[src/riscv_isa_pkg.sv]
package riscv_isa_pkg;

    localparam int XLEN       = 64;
    localparam int ILEN       = 32;
    localparam int NUM_REGS   = 32;
    localparam int REG_ADDR_W = 5;

    typedef logic [XLEN-1:0]       xlen_t;       // data and pc
    typedef logic [ILEN-1:0]       instr_word_t;
    typedef logic [REG_ADDR_W-1:0] reg_addr_t;
    typedef logic [6:0]            opcode_t;

    // major opcodes, kept subset only
    localparam opcode_t OP_LUI     = 7'b0110111;
    localparam opcode_t OP_AUIPC   = 7'b0010111;
    localparam opcode_t OP_JAL     = 7'b1101111;
    localparam opcode_t OP_JALR    = 7'b1100111;
    localparam opcode_t OP_ALU_I   = 7'b0010011;
    localparam opcode_t OP_ALU     = 7'b0110011;
    localparam opcode_t OP_ALU_I_W = 7'b0011011;
    localparam opcode_t OP_ALU_W   = 7'b0111011;

    // funct3, shared by reg and imm forms
    localparam logic [2:0] F3_ADD_SUB = 3'b000;
    localparam logic [2:0] F3_SLL     = 3'b001;
    localparam logic [2:0] F3_SLT     = 3'b010;
    localparam logic [2:0] F3_SLTU    = 3'b011;
    localparam logic [2:0] F3_XOR     = 3'b100;
    localparam logic [2:0] F3_SRL_SRA = 3'b101;
    localparam logic [2:0] F3_OR      = 3'b110;
    localparam logic [2:0] F3_AND     = 3'b111;

    localparam logic [6:0] F7_NORMAL  = 7'b0000000;
    localparam logic [6:0] F7_SUB_SRA = 7'b0100000;   // also srai

endpackage

[src/core_pkg.sv]
package core_pkg;

    typedef enum logic [3:0] {
        ADD,
        SUB,
        SLL,
        SLT,
        SLTU,
        XOR,
        SRL,
        SRA,
        OR,
        AND,
        JAL,
        JALR
    } alu_op_e;

    typedef enum logic [1:0] {
        NONE,
        ILLEGAL_INSTR,
        INSTR_ADDR_MISALIGNED
    } xcpt_cause_e;

    typedef struct packed {
        riscv_isa_pkg::xlen_t       pc;
        riscv_isa_pkg::instr_word_t inst;
    } fetch_instr_t;

    typedef struct packed {
        riscv_isa_pkg::xlen_t     pc;
        riscv_isa_pkg::reg_addr_t rs1;
        riscv_isa_pkg::reg_addr_t rs2;
        riscv_isa_pkg::reg_addr_t rd;
        riscv_isa_pkg::xlen_t     imm;
        alu_op_e                  op;
        logic                     use_imm;
        logic                     use_pc;
        logic                     op_32;      // word op, result sign-extended from bit 31
        logic                     regfile_we;
        xcpt_cause_e              xcpt_cause;
        riscv_isa_pkg::xlen_t     xcpt_origin;
    } decoded_instr_t;

    typedef struct packed {
        riscv_isa_pkg::xlen_t     pc;
        riscv_isa_pkg::reg_addr_t rd;
        logic                     regfile_we;
        riscv_isa_pkg::xlen_t     wdata;
        riscv_isa_pkg::xlen_t     next_pc;
        xcpt_cause_e              xcpt_cause;
        riscv_isa_pkg::xlen_t     xcpt_origin;
    } exec_result_t;

    // external retire record, same layout as exec_result_t
    typedef struct packed {
        riscv_isa_pkg::xlen_t     pc;
        riscv_isa_pkg::reg_addr_t rd;
        logic                     regfile_we;
        riscv_isa_pkg::xlen_t     wdata;
        riscv_isa_pkg::xlen_t     next_pc;
        xcpt_cause_e              xcpt_cause;
        riscv_isa_pkg::xlen_t     xcpt_origin;
    } retire_t;

    typedef struct packed {
        logic                     we;
        riscv_isa_pkg::reg_addr_t addr;
        riscv_isa_pkg::xlen_t     data;
    } rf_write_t;

endpackage

[src/rv_regfile.sv]
`timescale 1ns/100ps

module rv_regfile (
    input  logic                     clk_i,
    input  logic                     rst_n_i,
    input  riscv_isa_pkg::reg_addr_t rs1_i,
    input  riscv_isa_pkg::reg_addr_t rs2_i,
    output riscv_isa_pkg::xlen_t     rs1_data_o,
    output riscv_isa_pkg::xlen_t     rs2_data_o,
    input  core_pkg::rf_write_t      wr_i
);

    import riscv_isa_pkg::*;

    xlen_t regs [1:NUM_REGS-1];   // x0 has no storage

    // x0 reads zero, a write in flight is forwarded
    function automatic xlen_t read_port(reg_addr_t addr);
        xlen_t data;
        if (addr == '0) begin
            data = '0;
        end else if (wr_i.we && (wr_i.addr == addr)) begin
            data = wr_i.data;
        end else begin
            data = regs[addr];
        end
        return data;
    endfunction

    always_comb begin
        rs1_data_o = read_port(rs1_i);
        rs2_data_o = read_port(rs2_i);
    end

    always_ff @(posedge clk_i) begin
        if (!rst_n_i) begin
            for (int i = 1; i < NUM_REGS; i++) begin
                regs[i] <= '0;
            end
        end else if (wr_i.we && (wr_i.addr != '0)) begin
            regs[wr_i.addr] <= wr_i.data;
        end
    end

endmodule

[config.mk]
export PLATFORM = sky130hd
export DESIGN_NAME = rv_regfile
export DESIGN_NICKNAME = d
export VERILOG_FILES = /design/src/riscv_isa_pkg.sv /design/src/core_pkg.sv /design/src/rv_regfile.sv
export SDC_FILE = /design/constraint.sdc
export NUM_CORES = 2
export LEC_CHECK = 0
export BUFFER_PORTS_ARGS = -buffer_cell sky130_fd_sc_hd__buf_2
export CAP_MARGIN = 0
export CORE_UTILIZATION = 30
export CTS_CLUSTER_DIAMETER = 120
export DETAILED_ROUTE_END_ITERATION = 8
export PLACE_DENSITY = 0.4
export SETUP_SLACK_MARGIN = 0.15
export SYNTH_ARGS = -nofsm -noshare
export SYNTH_HDL_FRONTEND = slang
export SYNTH_SLANG_ARGS = --single-unit
export TNS_END_PERCENT = 10
[constraint.sdc]
create_clock -name clk_i -period 8.82 [get_ports clk_i]
set_input_delay 1.323 -clock clk_i [delete_from_list [all_inputs] [get_ports clk_i]]
set_output_delay 1.323 -clock clk_i [all_outputs]
set_load 0.05 [all_outputs]
==> results.md <==
Global route
* **number of antenna violations at the first check in global routing** 86
* **wire length of the first global-routing pass** 661,000 um
* **global routing usage summed across all routing layers** 27.1%
* **maximum number of pins on one net before global-route repair** 95
* **remaining global-route overflow** 0
* **number of global-route vias before repair** 69,320

CTS
* **post-CTS repair timing setup buffer count** 0
* **number of clock sinks** 2,048
* **cts bufs inserted** 262
* **Clk pin slew, worst setup/hold paths** 50 ps
* **library cell used as clock root buffer** clkbuf_16
* **clock buffer depth** 4
* **CTS hold repair buffers** 0
* **number of H-tree branching levels** 5
* **CTS tree** done
* **quantity of gates resized following cts** 0

Run
* **max-cap violations** 0

Min path
* **Worst Hold Path EP** regs[0][53]$_DFFE_PP_
* **Worst Hold Path Cells** 1
* **Worst Hold Class** input pin to flop
* **startpoint of the worst hold path** wr_i[53]

Layout
* **number of filler instances in the final layout** 34,015
* **largest reg by FF count** regs
* **share of cells above drive strength 1** 26.5%
* **final cell area excluding filler cells** 0.123 mm^2
* **number of non-filler instances in the completed layout** 11,884
* **area added between synthesis and finish** 13.9%
* **number of nets in the layout** 6,998
* **max reg flops** 2,048
* **Post-Route Utilization** 34.4%
* **largest registers ranked by flip-flop count** regs x2048

Setup path
* **largest driver fanout on the critical path** 32
* **critical setup path kind** input pin to output port
* **type of destination of the critical path** output port
* **nature of the critical path startpoint** input pin
* **required time of the critical path** 7500 ps
* **data arrival time of the worst path** 5520 ps

Power and ir drop
* **part of the power in combinational logic** 13.7%
* **leakage power** 41.3 nW
* **portion of total power attributed to sequential cells** 45.6%
* **areal power density over the cells** 206 mW/mm^2
* **Switching Share** 27.6%
* **share of total power in the clock network** 40.7%
* **worst vdd rail ir drop** 0.000126 V
* **switching power total** 6.97 mW
* **internal power consumption** 18.3 mW

Drt
* **total number of vias** 69,365
* **Pre-antenna DRT Iters** 5
* **count of antenna-violating nets left after detailed routing** 0
* **WL/cell** 42.1 um
* **vias per cell** 5.84
* **number of DRC markers after the initial detailed-route iteration** 9,417
* **Total Wirelength** 500,000 um
* **# DRC** 0

Synth
* **Yosys top cell area share** 57.1%
* **cell taking the most area after synthesis** edfxtp_1
* **Synth Register Bits** 2,048
* **number of cells produced by synthesis** 6,919
* **post-synth design cell area** 0.108 mm^2
* **number of enable flip-flop cells after synthesis** 2,048
* **distinct cell type count of the synthesized netlist** 50
* **Yosys warning total** 0
* **post-synthesis sequential area ratio** 57.1%
* **Avg Synthesized Cell Area** 15.6 um^2
* **leading register cell type out of synthesis** edfxtp_1
* **biggest area contributors in the synthesized netlist** edfxtp_1, mux4_2, and2_1, clkbuf_1, mux2i_1
* **Post-synth ARST share** 0%

Placed design
* **HPWL after detailed placement** 274,000 um
* **placer's final routability congestion estimate** 0.841
* **Port Buffer Count** 209
* **cell area after placement** 0.115 mm^2
* **Post-Place Cells** 11,403

STA
* **portion of the clock cycle consumed by the worst path in the final layout** 77.5%
* **RSZ-0062 raised after global routing** false
* **maximum frequency from static timing analysis** 146 MHz
* **Final Critical Period** 6840 ps
* **Final Max Tran Viols** 0
* **relative max-transition margin** 5.26%
* **Final setup viols** 0
* **worst slew pin tran** 1420 ps
* **count of final hold-check violations** 0
* **total negative setup slack** 0 ps

Die
* **die width** 601 um
* **die area** 0.362 mm^2
* **initial standard-cell utilization of the core** 30.2%
* **area of the core** 0.357 mm^2
* **number of top-level pins** 210
* **site row count** 219
* **die extent in y** 601 um

Outcome
* **outcome** completed

==> power groups by stage <==
| stage | Sequential, mW | Clock (mW) | Combinational, mW |
|---|---|---|---|
| global route | 11.6 | 10.8 | 3.55 |
| CTS | 11.5 | 10.5 | 3.47 |
| floorplan | 11.7 | 0 | 2.09 |
| global placement | 11.7 | 0 | 3.48 |
| detailed placement | 11.7 | 0 | 3.46 |
| finish | 11.5 | 10.3 | 3.46 |
==> cell families after synthesis <==
group | after synthesis | synth area share [%]
compound gates | 617 | 4.06
xor+xnor | 10 | 0.0813
buf+inv | 764 | 2.96
flops | 2048 | 57.1
mux | 1207 | 23.0
other cells | 1 | 0.00348
simple gates | 2272 | 12.8
==> layer usage <==
metal  GRT usage, %  share of wire [%]  up-vias
met4           10.5                4.2        8
met1           36.5                 41    37812
met3           4.02                7.5      829
met2           44.1                 47     3749
met5              0              0.012        -
li1               -                  -    26967
==> final cells by class <==
| class | instances | area (um^2) | area share [%] |
|---|---|---|---|
| clock buffer | 323 | 7020 | 5.72 |
| multi-input combinational | 4170 | 44100 | 35.9 |
| timing repair buffer | 431 | 3220 | 2.63 |
| sequential | 2048 | 61500 | 50.1 |
| clock inverter | 123 | 845 | 0.688 |
| antenna | 35 | 87.6 | 0.0714 |
| inverter | 3 | 16.3 | 0.0133 |
| tap | 4751 | 5940 | 4.84 |
==> worst max path at each step <==
stage / to / cells after the start / from / slack (ps)
after floorplan: regs[20][0]$_SDFFCE_PN0P_ / 6 / wr_i[66] / 1580
after global placement: rs1_data_o[31] / 8 / rs1_i[3] / 2060
after detailed placement: rs1_data_o[31] / 8 / rs1_i[3] / 2120
after CTS: rs1_data_o[31] / 8 / rs1_i[3] / 2120
after global routing: rs1_data_o[31] / 8 / rs1_i[3] / 2110
final: rs1_data_o[31] / 8 / rs1_i[3] / 1980
==> cell usage in the layout, fill, tap and decap left out, drive strengths merged, types with 35 or more instances in the layout <==
cell and instances:
nand2 86, mux2i 183, edfxtp 2048, o21ai 38
a211oi 55, o22ai 212, mux4 1015, a21oi 41
buf 429, conb 64, and2 1987, clkinv 105
diode 35, nand3 49, nor4 35, nor2 45
a22o 116, a22oi 107, clkbuf 325
==> metrics by stage <==
| step | hold slack (ps) | total power [mW] | worst slack (ps) |
|---|---|---|---|
| 2_1_floorplan | 1420 | 13.8 | 1580 |
| 3_3_place_gp | 1840 | 15.2 | 2060 |
| 3_5_place_dp | 1850 | 15.2 | 2120 |
| 4_1_cts | 871 | 25.4 | 2120 |
| 5_1_grt | 921 | 25.9 | 2110 |
| 6_report | 931 | 25.3 | 1980 |
==> cells in the mapped netlist (all sizes together), types with 33 or more instances <==
master and instances:
a211oi 55, a21oi 41, a22o 116, a22oi 107, and2 1987, buf 219, clkbuf 542, edfxtp 2048
mux2i 183, mux4 1015, nand2 86, nand3 49, nor2 45, nor3 33, nor4 35, o21ai 38
o22ai 212
==> worst max-delay path, cell delays in order <==
cell and delay, ps:
buf_4 310, xor2_1 140, nor4_1 710, nand3_4 730, nor2_4 940, buf_4 520
a22o_1 350, buf_2 320
(Power assumes the default switching activity.)
