$ cat src/riscv_isa_pkg.sv
package riscv_isa_pkg;

    localparam int XLEN       = 64;
    localparam int ILEN       = 32;
    localparam int NUM_REGS   = 32;
    localparam int REG_ADDR_W = 5;

    typedef logic [XLEN-1:0]       xlen_t;       // data and pc
    typedef logic [ILEN-1:0]       instr_word_t;
    typedef logic [REG_ADDR_W-1:0] reg_addr_t;
    typedef logic [6:0]            opcode_t;

    // major opcodes, kept subset only
    localparam opcode_t OP_LUI     = 7'b0110111;
    localparam opcode_t OP_AUIPC   = 7'b0010111;
    localparam opcode_t OP_JAL     = 7'b1101111;
    localparam opcode_t OP_JALR    = 7'b1100111;
    localparam opcode_t OP_ALU_I   = 7'b0010011;
    localparam opcode_t OP_ALU     = 7'b0110011;
    localparam opcode_t OP_ALU_I_W = 7'b0011011;
    localparam opcode_t OP_ALU_W   = 7'b0111011;

    // funct3, shared by reg and imm forms
    localparam logic [2:0] F3_ADD_SUB = 3'b000;
    localparam logic [2:0] F3_SLL     = 3'b001;
    localparam logic [2:0] F3_SLT     = 3'b010;
    localparam logic [2:0] F3_SLTU    = 3'b011;
    localparam logic [2:0] F3_XOR     = 3'b100;
    localparam logic [2:0] F3_SRL_SRA = 3'b101;
    localparam logic [2:0] F3_OR      = 3'b110;
    localparam logic [2:0] F3_AND     = 3'b111;

    localparam logic [6:0] F7_NORMAL  = 7'b0000000;
    localparam logic [6:0] F7_SUB_SRA = 7'b0100000;   // also srai

endpackage

$ cat src/core_pkg.sv
package core_pkg;

    typedef enum logic [3:0] {
        ADD,
        SUB,
        SLL,
        SLT,
        SLTU,
        XOR,
        SRL,
        SRA,
        OR,
        AND,
        JAL,
        JALR
    } alu_op_e;

    typedef enum logic [1:0] {
        NONE,
        ILLEGAL_INSTR,
        INSTR_ADDR_MISALIGNED
    } xcpt_cause_e;

    typedef struct packed {
        riscv_isa_pkg::xlen_t       pc;
        riscv_isa_pkg::instr_word_t inst;
    } fetch_instr_t;

    typedef struct packed {
        riscv_isa_pkg::xlen_t     pc;
        riscv_isa_pkg::reg_addr_t rs1;
        riscv_isa_pkg::reg_addr_t rs2;
        riscv_isa_pkg::reg_addr_t rd;
        riscv_isa_pkg::xlen_t     imm;
        alu_op_e                  op;
        logic                     use_imm;
        logic                     use_pc;
        logic                     op_32;      // word op, result sign-extended from bit 31
        logic                     regfile_we;
        xcpt_cause_e              xcpt_cause;
        riscv_isa_pkg::xlen_t     xcpt_origin;
    } decoded_instr_t;

    typedef struct packed {
        riscv_isa_pkg::xlen_t     pc;
        riscv_isa_pkg::reg_addr_t rd;
        logic                     regfile_we;
        riscv_isa_pkg::xlen_t     wdata;
        riscv_isa_pkg::xlen_t     next_pc;
        xcpt_cause_e              xcpt_cause;
        riscv_isa_pkg::xlen_t     xcpt_origin;
    } exec_result_t;

    // external retire record, same layout as exec_result_t
    typedef struct packed {
        riscv_isa_pkg::xlen_t     pc;
        riscv_isa_pkg::reg_addr_t rd;
        logic                     regfile_we;
        riscv_isa_pkg::xlen_t     wdata;
        riscv_isa_pkg::xlen_t     next_pc;
        xcpt_cause_e              xcpt_cause;
        riscv_isa_pkg::xlen_t     xcpt_origin;
    } retire_t;

    typedef struct packed {
        logic                     we;
        riscv_isa_pkg::reg_addr_t addr;
        riscv_isa_pkg::xlen_t     data;
    } rf_write_t;

endpackage

$ cat src/rv_execute.sv
`timescale 1ns/100ps

module rv_execute (
    input  core_pkg::decoded_instr_t decoded_i,
    input  riscv_isa_pkg::xlen_t     rs1_data_i,
    input  riscv_isa_pkg::xlen_t     rs2_data_i,
    output core_pkg::exec_result_t   result_o
);

    import riscv_isa_pkg::*;
    import core_pkg::*;

    xlen_t      op_a;
    xlen_t      op_b;
    xlen_t      sum;
    xlen_t      shift_src;
    xlen_t      alu_res;
    xlen_t      pc_plus4;
    xlen_t      jump_target;
    logic [5:0] shamt;
    logic       is_jump;
    logic       xcpt;

    assign op_a     = decoded_i.use_pc ? decoded_i.pc : rs1_data_i;
    assign op_b     = decoded_i.use_imm ? decoded_i.imm : rs2_data_i;
    assign sum      = op_a + op_b;       // also the jump target
    assign pc_plus4 = decoded_i.pc + 64'd4;
    assign shamt    = decoded_i.op_32 ? {1'b0, op_b[4:0]} : op_b[5:0];
    assign is_jump  = (decoded_i.op == JAL) || (decoded_i.op == JALR);
    assign xcpt     = (decoded_i.xcpt_cause != NONE);

    assign jump_target = (decoded_i.op == JALR) ? {sum[XLEN-1:1], 1'b0} : sum;

    // word shifts work on the low half, zero or sign filled
    always_comb begin
        shift_src = op_a;
        if (decoded_i.op_32) begin
            if (decoded_i.op == SRA) begin
                shift_src = {{32{op_a[31]}}, op_a[31:0]};
            end else begin
                shift_src = {32'b0, op_a[31:0]};
            end
        end
    end

    always_comb begin
        case (decoded_i.op)
            ADD:       alu_res = sum;
            SUB:       alu_res = op_a - op_b;
            SLL:       alu_res = op_a << shamt;
            SLT:       alu_res = {{(XLEN-1){1'b0}}, $signed(op_a) < $signed(op_b)};
            SLTU:      alu_res = {{(XLEN-1){1'b0}}, op_a < op_b};
            XOR:       alu_res = op_a ^ op_b;
            SRL:       alu_res = shift_src >> shamt;
            SRA:       alu_res = $signed(shift_src) >>> shamt;
            OR:        alu_res = op_a | op_b;
            AND:       alu_res = op_a & op_b;
            JAL, JALR: alu_res = pc_plus4;   // link value
            default:   alu_res = sum;
        endcase
        if (decoded_i.op_32) begin
            alu_res = {{32{alu_res[31]}}, alu_res[31:0]};
        end
    end

    always_comb begin
        result_o.pc          = decoded_i.pc;
        result_o.rd          = decoded_i.rd;
        result_o.regfile_we  = decoded_i.regfile_we & ~xcpt;
        result_o.wdata       = xcpt ? '0 : alu_res;
        result_o.next_pc     = (is_jump && !xcpt) ? jump_target : pc_plus4;
        result_o.xcpt_cause  = decoded_i.xcpt_cause;
        result_o.xcpt_origin = decoded_i.xcpt_origin;
    end

endmodule

$ cat config.mk
export PLATFORM = sky130hd
export DESIGN_NAME = rv_execute
export DESIGN_NICKNAME = d
export VERILOG_FILES = /design/src/riscv_isa_pkg.sv /design/src/core_pkg.sv /design/src/rv_execute.sv
export SDC_FILE = /design/constraint.sdc
export NUM_CORES = 1
export LEC_CHECK = 0
export BUFFER_PORTS_ARGS = -buffer_cell sky130_fd_sc_hd__buf_4
export CAP_MARGIN = 20
export CORE_AREA = 2 2 289 291
export DETAILED_ROUTE_END_ITERATION = 12
export DIE_AREA = 0 0 291 293
export MAX_ROUTING_LAYER = met4
export RECOVER_POWER = 25
export SLEW_MARGIN = 0
export SYNTH_ARGS = -nofsm -noshare
export SYNTH_HDL_FRONTEND = slang
export SYNTH_SLANG_ARGS = --single-unit
$ cat constraint.sdc
create_clock -name vclk -period 5.4
set_input_delay 0.54 -clock vclk [all_inputs]
set_output_delay 0.54 -clock vclk [all_outputs]
set_load 0.01 [all_outputs]
==> flow_summary.ini <==
[die]
dieArea_sq_um = 85300
io_pins = 609
start_util = 0.319
num_rows = 105
die_w_microns = 291
coreArea_sq_um = 81800
fp.dieH_microns = 293

[drt]
drc_errors = 0
wl_per_cell_microns = 33.6
drtIter0Drc = 4474
met2_length_mm = 87.1
drtAntennaViolNets = 0
wl_met3_mm = 17.9
drt_pass1_iterations = 8
top_layer_used = met4
vias_per_cell = 6.17
met1_length_mm = 78.3
wl_mm = 201
dr_total_vias = 36900

[pwr]
pwr-share-clk = 0
seq_power_share = 0
p_switching_w = 0.00368
total_power_w = 0.00607
irDropWorstVdd_v = 0.0000682
swShare = 0.606
pwr-share-comb = 1.000
intPower_w = 0.00239
p_per_area_nw_per_um2 = 168
power.leakage_nw = 16.8

[timing]
hold_ws_ns = 1.08
max_freq_mhz = 184
min_period_ns = 5.43
fin_crit_sh = 1.01
setup_tns_ns = -0.0323
worst_slack_ns = -0.0323
relSlewSlack = 0.320
slew_violations = 0
finalSetupViolations = 1
worstMarginPinSlew_ns = 1.02
hold_violations = 0
rsz0062_at_grt = true

[worst_setup_path]
crit_top_cell = buf_4
path_cells = buf_6, buf_12, buf_12, mux2i_1, buf_4, ha_1, buf_4, o21ai_0, a21oi_1, o2111ai_1, buf_4, a211o_1, buf_4, a211oi_4, nor2_1, o221ai_1, a21oi_1, buf_4, xnor2_1, a211oi_2, buf_4
worstPathMaxFanout = 15
path_class = input port to output pin
endpoint_kind = output pin
critPathSlowestCell = a211oi_4
worst_ep_arrival_time_ns = 4.89
cp-start-kind = input port
critPathBufInv = 9
cp_top_family = compound AO/OA/AOI/OAI gates
cpPeakStageDelay_ns = 0.43
cp.required_ns = 4.86

[placed_design]
portBuffers = 461
place.gp.congestion = 1.10
place_area_sq_um = 35500
dp_hpwl_mm = 167

[global_routing]
grt_usage = 0.458
grt_pass1_wl_mm = 273
grt_max_degree = 135
globalRouteOverflowTotal = 0
grt_pass1_vias = 35300
antenna_found_initial = 14

[final_layout]
seq_area_sq_um = 0
area_growth_syn_to_layout_pct = 38.4
nFillCells = 8963
clock_buffers = 0
nets = 5437
final_util = 0.442
drive_above_1_share = 0.325
nFlopsAndLatches = 0
final_area_sq_um = 36200

[synthesis]
seq_area_frac_synth = 0
syn_area_sq_um = 26100
yosysWarnings = 0
avgSynthCellArea_sq_um = 6.59
netlist_instances = 3969
synth_cell_type_count = 107
synth_nets = 4510

[run]
cap_violations = 0

[cts]
ctsHoldBuffers = 0

[status]
violations = setup timing
status = finished with violations

[min_path]
hold-path-endpoint = result_o[19]
hold_depth = 0
hold_start = decoded_i[19]
hp-class = input port to output pin
[how the worst max path moves through the flow]
stage	from	end	depth (start not counted)
global route	decoded_i[69]	result_o[193]	19
detailed placement	decoded_i[68]	result_o[184]	20
floorplan	decoded_i[69]	result_o[186]	19
global placement	decoded_i[68]	result_o[184]	20
CTS	decoded_i[68]	result_o[186]	19
finish	decoded_i[69]	result_o[184]	21
[power by group through the flow]
| stage | combinational (W) | clock, W | sequential, W |
|---|---|---|---|
| finish | 0.00607 | 0.000000000103 | 0 |
| floorplan | 0.00288 | 0 | 0 |
| CTS | 0.00579 | 0 | 0 |
| global placement | 0.00575 | 0 | 0 |
| detailed placement | 0.00574 | 0 | 0 |
| global route | 0.00628 | 0.0000000000954 | 0 |
[cell type report]
class,count,area (sq um),share of cell area
Antenna cell,13,32.5,0.000899
Inverter,210,797,0.0220
Multi-Input combinational cell,3323,23300,0.644
Tap cell,1070,1340,0.0370
Timing Repair Buffer,1361,10700,0.296
[Yosys cell counts, types with 26 or more instances]
cell type  number  area share
a211oi_1       68       0.020
a21o_1         28      0.0080
a21oi_1       348       0.067
a221oi_1       63       0.021
a31oi_1        45       0.011
and3_1         26      0.0062
buf_1          36      0.0052
buf_2          79       0.015
buf_4         154       0.044
clkbuf_1      148       0.021
ha_1          194       0.093
inv_1         199       0.029
mux2_2         48       0.021
mux2i_1       400        0.15
nand2_1       399       0.057
nand2b_1       28      0.0067
nand3_1        93       0.018
nand4_1        42       0.010
nor2_1        377       0.054
nor3_1         70       0.013
nor4_1         41      0.0098
o211ai_1       72       0.021
o21ai_0       286       0.055
o21bai_1       29      0.0083
o221ai_1       44       0.015
o22ai_1        33      0.0079
o31ai_1        31      0.0089
xnor2_1       119       0.040
xor2_1         45       0.015
[kinds of logic after synthesis]
logic type      count (synthesis)  share of synthesized area
compound gates               1287                      0.326
xor+xnor                      164                     0.0549
mux                           467                      0.186
buf+inv                       646                      0.125
fa+ha+maj                     196                     0.0944
simple gates                 1209                      0.214
[layer usage]
metal	vias up	global-route usage
li1	16300	-
met1	17700	0.539
met2	2338	0.709
met3	547	0.0847
met4	0	0.316
met5	-	-
[layout by cell type (no fill, tap or decap), types with 18 or more instances in the layout]
cell type | Yosys | layout
buf_4 | 154 | 1320
inv_1 | 199 | 197
and3_1 | 26 | 25
a211oi_1 | 68 | 64
o221ai_1 | 44 | 44
o31ai_1 | 31 | 29
and2_1 | 25 | 24
xnor2_1 | 119 | 119
ha_1 | 194 | 191
nand4_1 | 42 | 42
mux2i_2 | 12 | 20
a31oi_1 | 45 | 44
a21o_1 | 28 | 28
nand3_1 | 93 | 92
o21ai_0 | 286 | 278
a22oi_1 | 18 | 18
o21ai_1 | 20 | 25
o21a_1 | 18 | 18
o2111ai_1 | 19 | 18
buf_12 | 1 | 29
nor2b_1 | 24 | 24
nand2_1 | 399 | 394
o21bai_1 | 29 | 29
nand2b_1 | 28 | 28
mux2_2 | 48 | 48
a21oi_1 | 348 | 344
nor2_1 | 377 | 370
a221oi_1 | 63 | 61
o22ai_1 | 33 | 33
mux2i_1 | 400 | 388
o211ai_1 | 72 | 72
xor2_1 | 45 | 45
nor3_1 | 70 | 65
nor4_1 | 41 | 35
[repair_timing]
item | 4_1_cts | 5_1_grt
setup endpoints to repair | 28 | 42
pin swaps | 0 | 11
resized for setup | 18 | 69
cloned | 1 | 2
setup buffers | 0 | 16
[metrics by stage]
stage               setup slack (ns)  instances
floorplan                    0.00940       3969
global placement              -0.285       5944
detailed placement            -0.312       5945
CTS                          -0.0301       5946
global route                 -0.0488       5976
finish                       -0.0323       5977
(Power assumes the default switching activity.)
