$ cat config.mk
export PLATFORM = sky130hd
export DESIGN_NAME = rv_writeback
export DESIGN_NICKNAME = d
export VERILOG_FILES = /design/src/riscv_isa_pkg.sv /design/src/core_pkg.sv /design/src/rv_writeback.sv
export SDC_FILE = /design/constraint.sdc
export NUM_CORES = 1
export LEC_CHECK = 0
export BUFFER_PORTS_ARGS = -buffer_cell sky130_fd_sc_hd__buf_2
export CAP_MARGIN = 20
export CELL_PAD_IN_SITES_DETAIL_PLACEMENT = 1
export CELL_PAD_IN_SITES_GLOBAL_PLACEMENT = 1
export CORE_AREA = 2 2 236 238
export CTS_CLUSTER_DIAMETER = 80
export DETAILED_ROUTE_END_ITERATION = 8
export DIE_AREA = 0 0 238 240
export PLACE_DENSITY_LB_ADDON = 0.1
export SETUP_SLACK_MARGIN = 0.5
export SYNTH_ARGS = -nofsm -noshare
export SYNTH_HDL_FRONTEND = slang
export SYNTH_SLANG_ARGS = --single-unit
$ cat constraint.sdc
create_clock -name clk_i -period 18.2 [get_ports clk_i]
set_clock_uncertainty 0.15 [all_clocks]
set_input_delay 1.82 -clock clk_i [delete_from_list [all_inputs] [get_ports clk_i]]
set_output_delay 1.82 -clock clk_i [all_outputs]
set_load 0.02 [all_outputs]
$ cat src/riscv_isa_pkg.sv
package riscv_isa_pkg;

    localparam int XLEN       = 64;
    localparam int ILEN       = 32;
    localparam int NUM_REGS   = 32;
    localparam int REG_ADDR_W = 5;

    typedef logic [XLEN-1:0]       xlen_t;       // data and pc
    typedef logic [ILEN-1:0]       instr_word_t;
    typedef logic [REG_ADDR_W-1:0] reg_addr_t;
    typedef logic [6:0]            opcode_t;

    // major opcodes, kept subset only
    localparam opcode_t OP_LUI     = 7'b0110111;
    localparam opcode_t OP_AUIPC   = 7'b0010111;
    localparam opcode_t OP_JAL     = 7'b1101111;
    localparam opcode_t OP_JALR    = 7'b1100111;
    localparam opcode_t OP_ALU_I   = 7'b0010011;
    localparam opcode_t OP_ALU     = 7'b0110011;
    localparam opcode_t OP_ALU_I_W = 7'b0011011;
    localparam opcode_t OP_ALU_W   = 7'b0111011;

    // funct3, shared by reg and imm forms
    localparam logic [2:0] F3_ADD_SUB = 3'b000;
    localparam logic [2:0] F3_SLL     = 3'b001;
    localparam logic [2:0] F3_SLT     = 3'b010;
    localparam logic [2:0] F3_SLTU    = 3'b011;
    localparam logic [2:0] F3_XOR     = 3'b100;
    localparam logic [2:0] F3_SRL_SRA = 3'b101;
    localparam logic [2:0] F3_OR      = 3'b110;
    localparam logic [2:0] F3_AND     = 3'b111;

    localparam logic [6:0] F7_NORMAL  = 7'b0000000;
    localparam logic [6:0] F7_SUB_SRA = 7'b0100000;   // also srai

endpackage

$ cat src/core_pkg.sv
package core_pkg;

    typedef enum logic [3:0] {
        ADD,
        SUB,
        SLL,
        SLT,
        SLTU,
        XOR,
        SRL,
        SRA,
        OR,
        AND,
        JAL,
        JALR
    } alu_op_e;

    typedef enum logic [1:0] {
        NONE,
        ILLEGAL_INSTR,
        INSTR_ADDR_MISALIGNED
    } xcpt_cause_e;

    typedef struct packed {
        riscv_isa_pkg::xlen_t       pc;
        riscv_isa_pkg::instr_word_t inst;
    } fetch_instr_t;

    typedef struct packed {
        riscv_isa_pkg::xlen_t     pc;
        riscv_isa_pkg::reg_addr_t rs1;
        riscv_isa_pkg::reg_addr_t rs2;
        riscv_isa_pkg::reg_addr_t rd;
        riscv_isa_pkg::xlen_t     imm;
        alu_op_e                  op;
        logic                     use_imm;
        logic                     use_pc;
        logic                     op_32;      // word op, result sign-extended from bit 31
        logic                     regfile_we;
        xcpt_cause_e              xcpt_cause;
        riscv_isa_pkg::xlen_t     xcpt_origin;
    } decoded_instr_t;

    typedef struct packed {
        riscv_isa_pkg::xlen_t     pc;
        riscv_isa_pkg::reg_addr_t rd;
        logic                     regfile_we;
        riscv_isa_pkg::xlen_t     wdata;
        riscv_isa_pkg::xlen_t     next_pc;
        xcpt_cause_e              xcpt_cause;
        riscv_isa_pkg::xlen_t     xcpt_origin;
    } exec_result_t;

    // external retire record, same layout as exec_result_t
    typedef struct packed {
        riscv_isa_pkg::xlen_t     pc;
        riscv_isa_pkg::reg_addr_t rd;
        logic                     regfile_we;
        riscv_isa_pkg::xlen_t     wdata;
        riscv_isa_pkg::xlen_t     next_pc;
        xcpt_cause_e              xcpt_cause;
        riscv_isa_pkg::xlen_t     xcpt_origin;
    } retire_t;

    typedef struct packed {
        logic                     we;
        riscv_isa_pkg::reg_addr_t addr;
        riscv_isa_pkg::xlen_t     data;
    } rf_write_t;

endpackage

$ cat src/rv_writeback.sv
`timescale 1ns/100ps

module rv_writeback (
    input  logic                   clk_i,
    input  logic                   rst_n_i,
    input  core_pkg::exec_result_t result_i,
    input  logic                   valid_i,
    input  logic                   stall_i,
    output core_pkg::rf_write_t    rf_wr_o,
    output logic                   retire_valid_o,
    output core_pkg::retire_t      retire_o
);

    import core_pkg::*;

    exec_result_t s3_q;
    logic         s3_valid_q;

    always_ff @(posedge clk_i) begin
        if (!rst_n_i) begin
            s3_valid_q <= 1'b0;
        end else if (!stall_i) begin
            s3_valid_q <= valid_i;
        end
    end

    always_ff @(posedge clk_i) begin
        if (!stall_i) begin
            s3_q <= result_i;
        end
    end

    assign retire_valid_o = s3_valid_q;
    assign retire_o       = retire_t'(s3_q);

    // write only on the edge the record leaves, never to x0
    assign rf_wr_o.we   = s3_valid_q & ~stall_i & s3_q.regfile_we & (s3_q.rd != '0);
    assign rf_wr_o.addr = s3_q.rd;
    assign rf_wr_o.data = s3_q.wdata;

endmodule

==> results of run 1 <==
## kinds of logic after synthesis
family	after synthesis	synth area share
multiplexers	1	0.001177
AND/OR/NAND/NOR	2	0.001619
AO/OA/AOI/OAI	1	0.001324
buffers and inverters	70	0.06135
flip-flops	265	0.9345
## final timing paths
path | startpoint | end | slack [ps] | cells after the start
worst min-delay path | retire_valid_o | retire_valid_o | 420 | 2
worst max register to register | retire_valid_o | retire_valid_o | 17420 | 2
worst max-delay path | stall_i | rf_wr_o[69] | 13460 | 4
worst min register to register | retire_valid_o | retire_valid_o | 420 | 2
## worst max-delay path, stage by stage
cell	delay, ps
buf_2	140
inv_8	380
o2111a_1	260
buf_2	160
## flip-flops by register name, indices dropped and copies added, names as in the netlist
name and flops:
retire_valid_o 1, retire_o 264
## final cells by class
cell class | count | area, sq um | share of cell area
Clock inverter | 13 | 67.56 | 0.005217
Multi-Input combinational cell | 4 | 35.03 | 0.002705
Clock buffer | 48 | 967.2 | 0.07469
Inverter | 1 | 11.26 | 0.0008696
Antenna cell | 2 | 5.005 | 0.0003865
Sequential cell | 265 | 7948 | 0.6137
Timing Repair Buffer | 605 | 3035 | 0.2344
Tap cell | 704 | 880.8 | 0.06802
## per-stage QoR
| step | instance area [sq um] | total power, uW | hold WS, ps | cells | util |
|---|---|---|---|---|---|
| 2_1_floorplan | 8504 | 863.5 | 457.8 | 339 | - |
| 3_3_place_gp | 11910 | 942.8 | 415.6 | 1579 | 0.2179 |
| 3_5_place_dp | 11910 | 942.9 | 415.2 | 1579 | 0.2179 |
| 4_1_cts | 12940 | 1598 | 425.1 | 1640 | 0.2368 |
| 5_1_grt | 12950 | 1626 | 450.3 | 1641 | 0.2369 |
| 6_report | 12950 | 1555 | 423.8 | 1642 | 0.2369 |
## placed cells by master, fill, tap and decap left out, drive strengths merged
cell type	count
buf	605
edfxtp	264
clkbuf	48
clkinv	11
diode	2
inv	2
or4	1
o2111a	1
mux2i	1
nor2b	1
clkinvlp	1
dfxtp	1
## report_power, final
part / leakage [uW] / internal, uW / switching [uW]
registers: 0.00259 / 727 / 16.1
clock network: 0.000500 / 372 / 258
logic: 0.00240 / 58.6 / 124
## metal layers
metal,share of wire,wire [um],track usage
met1,0.32,9790,0.09335
met2,0.53,16200,0.1823
met3,0.11,3429,0.05270
met4,0.025,772,0.03731
met5,0.0033,100,0
## cells in the mapped netlist
library cell	number	area (sq um)
edfxtp_1	264	7928
buf_4	69	518.0
mux2i_1	1	10.01
dfxtp_1	1	20.02
inv_1	1	3.750
o2111a_1	1	11.26
nor2b_1	1	6.260
or4_1	1	7.510
==> impl_metrics.ini, run 1 <==
[sta]
hold_viol = 0
max_freq_mhz = 211.0
worstMarginPinSlew_ps = 1016
fin_tns_setup_ps = 0
rsz0062_at_grt = false
relSlewSlack = 0.3226
setup_viol = 0
worst_slack_ps = 13460
fin_crit_ps = 4740
finalCritPeriodShare = 0.2604
slew_violations = 0

[synth]
ys_types = 8
seq_area_frac_synth = 0.9345
synthCells = 339
syn_nets = 607
avgSynthCellArea_sq_um = 25.09
netlist_area_sq_um = 8504
ys_ff_latch = 265
synth_warnings = 0

[placement]
dp_slack_ps = 13380
hpwl_um = 23580
place_congestion = 0.7028
io_buffers = 602

[drt]
antenna_left = 0
wl_per_cell_um = 18.45
drt_drc_violations_left = 0
vias = 5315
first_pass_iters = 4
drt-total-wl_um = 30300
drtIter0Drc = 169
vias_per_cell = 3.237

[final_layout]
drive_above_1_share = 0.6923
fin_nets = 1181
fillerInstances = 6039
area_delta_synth_final_pct = 52.27

[clock_network]
cts_buffer_depth = 3
htreeDepth = 2
cts_sinks = 265
cts_tree = built
cts_buffers = 36
cts_resized = 0
cts-root-buf = clkbuf_16
postCtsSetupBuffers = 0
clk_pin_slew_worst_paths_ps = 50
clk_latency_ps = 520
cts_hold_buffers = 0

[grt]
grt_pass1_wl_um = 40190
grt_start_max_net_pins = 78
grt_pass1_vias = 5618
grt.total_usage = 0.09946
overflow = 0
grt_antenna_before_repair = 9

[die]
die-area_sq_um = 57120
num_rows = 86
ios = 603
core_sq_um = 54660
die_h_um = 240
start_util = 0.1556
die_width_um = 238

[critical_path]
critical_path_class = input port to output port
endpoint_kind = output port
critPathLaunchType = input port
cp.arrival_ps = 2770
crit_fanout = 77
worstPathRequired_ps = 16230

[power]
p_leak_uw = 0.005494
max-vdd-ir-drop_v = 0.00006035
power_density_nw_per_um2 = 120.1

[hold_path]
hold_path_class = flip-flop to flip-flop

[run]
drv_cap = 0

[status]
status = completed
No activity file was read; power rests on OpenSTA's default activity.
==> run 2, diff against run 1 <==
--- a/config.mk
+++ b/config.mk
@@ -5,14 +5,15 @@
 export SDC_FILE = /design/constraint.sdc
 export NUM_CORES = 1
 export LEC_CHECK = 0
+export ABC_AREA = 1
 export BUFFER_PORTS_ARGS = -buffer_cell sky130_fd_sc_hd__buf_2
 export CAP_MARGIN = 20
 export CELL_PAD_IN_SITES_DETAIL_PLACEMENT = 1
 export CELL_PAD_IN_SITES_GLOBAL_PLACEMENT = 1
-export CORE_AREA = 2 2 236 238
+export CORE_AREA = 2 2 234 236
 export CTS_CLUSTER_DIAMETER = 80
 export DETAILED_ROUTE_END_ITERATION = 8
-export DIE_AREA = 0 0 238 240
+export DIE_AREA = 0 0 236 238
 export PLACE_DENSITY_LB_ADDON = 0.1
 export SETUP_SLACK_MARGIN = 0.5
 export SYNTH_ARGS = -nofsm -noshare
==> constraint.sdc (replaced) <==
create_clock -name clk_i -period 4.2 [get_ports clk_i]
set_clock_uncertainty 0.15 [all_clocks]
set_input_delay 0.42 -clock clk_i [delete_from_list [all_inputs] [get_ports clk_i]]
set_output_delay 0.42 -clock clk_i [all_outputs]
set_load 0.02 [all_outputs]
==> run 2 against run 1 <==
Compared with the run above: core utilization is 5.7 points higher; non-clock buffer count rose by 265; worst hold slack got worse by 50 ps; largest power group unchanged.
==> impl_metrics.ini, run 2 <==
[sta]
setup_viol = 0
rsz0062_at_grt = false
fin_crit_ps = 2044
worstMarginPinSlew_ps = 866.5
hold_viol = 0
finalCritPeriodShare = 0.4866
worst_slack_ps = 2156
relSlewSlack = 0.4223
max_freq_mhz = 489.3
fin_tns_setup_ps = 0
slew_violations = 0

[die]
die_h_um = 238
die-area_sq_um = 56170
ios = 603
die_width_um = 236
num_rows = 85
core_sq_um = 53500
start_util = 0.1593

[drt]
drt-total-wl_um = 31600
vias = 6388
drtIter0Drc = 189
vias_per_cell = 3.345
first_pass_iters = 4
wl_per_cell_um = 16.54
antenna_left = 0
drt_drc_violations_left = 0

[final_layout]
area_delta_synth_final_pct = 84.47
drive_above_1_share = 0.5408
fin_nets = 1455
multi_input_area_sq_um = 41.29
largest_reg_flops = 264
fillerInstances = 5851
final-seq-area_sq_um = 7948
mostFrequentLayoutCells = buf_2, dlygate4sd3_1, edfxtp_1
final_cells = 1910
utilization = 0.2939
layout_commonest_cell = buf_2

[synth]
netlist_area_sq_um = 8522
synthCells = 347
avgSynthCellArea_sq_um = 24.56
seq_area_frac_synth = 0.9326
async_flop_share = 0
synth.area.top_cells = edfxtp_1, buf_4, dfxtp_1
ys_types = 11
yosysTopAreaCell = edfxtp_1
yosysMostFrequentCell = edfxtp_1
synth_edf_count = 264
synth_ff_type = edfxtp_1
synth_commonest_cells = edfxtp_1, buf_4, nor2_1
syn_nets = 615
synth_warnings = 0
ys_ff_latch = 265
synth_top_area_share = 0.9303

[critical_path]
endpoint_kind = output port
r2r_start = retire_valid_o
cp.arrival_ps = 1470
worstPathRequired_ps = 3630
crit_fanout = 130
critPathLaunchType = input port
critical_path_class = input port to output port
startpoint = stall_i

[status]
status = completed

[power]
max-vdd-ir-drop_v = 0.0002472
power_density_nw_per_um2 = 454.8
totalPowerFinal_uw = 7150
p_leak_uw = 0.006680

[clock_network]
cts_buffer_depth = 3
cts_tree = built
cts_buffers = 37
postCtsSetupBuffers = 0
clk_latency_ps = 520
htreeDepth = 2
cts_sinks = 265
cts-root-buf = clkbuf_16
clk_pin_slew_worst_paths_ps = 60

[grt]
grt_pass1_wl_um = 45190
grt_pass1_vias = 7109
grt_start_max_net_pins = 131
overflow = 0
grt_antenna_before_repair = 3
grt.total_usage = 0.1085

[run]
drv_cap = 0

[placement]
place_congestion = 0.7233
dp_slack_ps = 1922
dp_cells = 1578
io_buffers = 602
hpwl_um = 23520

[hold_path]
min_from = retire_valid_o
hold_path_class = flip-flop to flip-flop
==> run 2: cell types whose count changed in the layout (fill, tap and decap cells not counted), sizes merged, moves of 2 or more <==
| cell | previous run | this run |
|---|---|---|
| nor2 | 0 | 5 |
| nand2 | 0 | 2 |
| dlygate4sd3 | 0 | 266 |
| inv | 2 | 6 |
| clkinv | 11 | 13 |
==> run 2: kinds of logic (layout without fill, tap and decap cells) <==
| kind of cell | after synthesis | in the layout | synth area share |
|---|---|---|---|
| AOI/OAI and AO/OA | 1 | 1 | 0.0005867 |
| buffers and inverters | 73 | 939 | 0.06255 |
| DFF | 265 | 265 | 0.9326 |
| other | 0 | 1 | 0 |
| and+or+nand+nor | 8 | 8 | 0.004257 |
==> run 2: per-stage QoR <==
step	instance area, sq um	hold WS (ps)
3_3_place_gp	11930	389.2
4_1_cts	15720	383.9
3_5_place_dp	11930	376.1
2_1_floorplan	8524	368.9
5_1_grt	15720	409.4
6_report	15720	374.0
==> run 2: layout make-up <==
type / instances / share of cell area
inverter: 4 / 0.001751
antenna: 1 / 0.0001592
multi-input combinational: 9 / 0.002627
timing repair buffer: 870 / 0.3628
tap: 696 / 0.05540
sequential: 265 / 0.5056
clock buffer: 48 / 0.06423
clock inverter: 17 / 0.007482
==> run 2: routing by layer <==
layer | vias up | share of wire | GRT usage
li1 | 2952 | - | -
met3 | 50 | 0.087 | 0.04431
met1 | 3061 | 0.34 | 0.1068
met4 | 4 | 0.025 | 0.03629
met5 | - | 0.00082 | 0
met2 | 321 | 0.55 | 0.2047
==> run 2: timing repair <==
| item | CTS | global route |
|---|---|---|
| hold endpoints to repair | 265 | 0 |
| resized for setup | 0 | 0 |
| hold buffers | 266 | 0 |
==> run 2: critical path, cell delays in order <==
cell and delay (ps):
buf_2 150, clkinv_8 370, nand2_2 220, nor2_2 40
nand2_1 60, inv_1 30, buf_2 150
==> run 2: path summary, 6_finish.rpt <==
path	end	slack, ps	depth (start not counted)
max reg2reg	retire_valid_o	3450	2
min	retire_valid_o	370	2
max	rf_wr_o[69]	2160	7
min reg2reg	retire_valid_o	370	2
==> run 2: where the power goes <==
| part | switching [uW] | internal, uW | leakage (uW) |
|---|---|---|---|
| Clock | 1170 | 1760 | 0.000551 |
| Combinational | 585 | 417 | 0.00354 |
| Sequential | 70.3 | 3150 | 0.00259 |
| Total | 1830 | 5320 | 0.00668 |
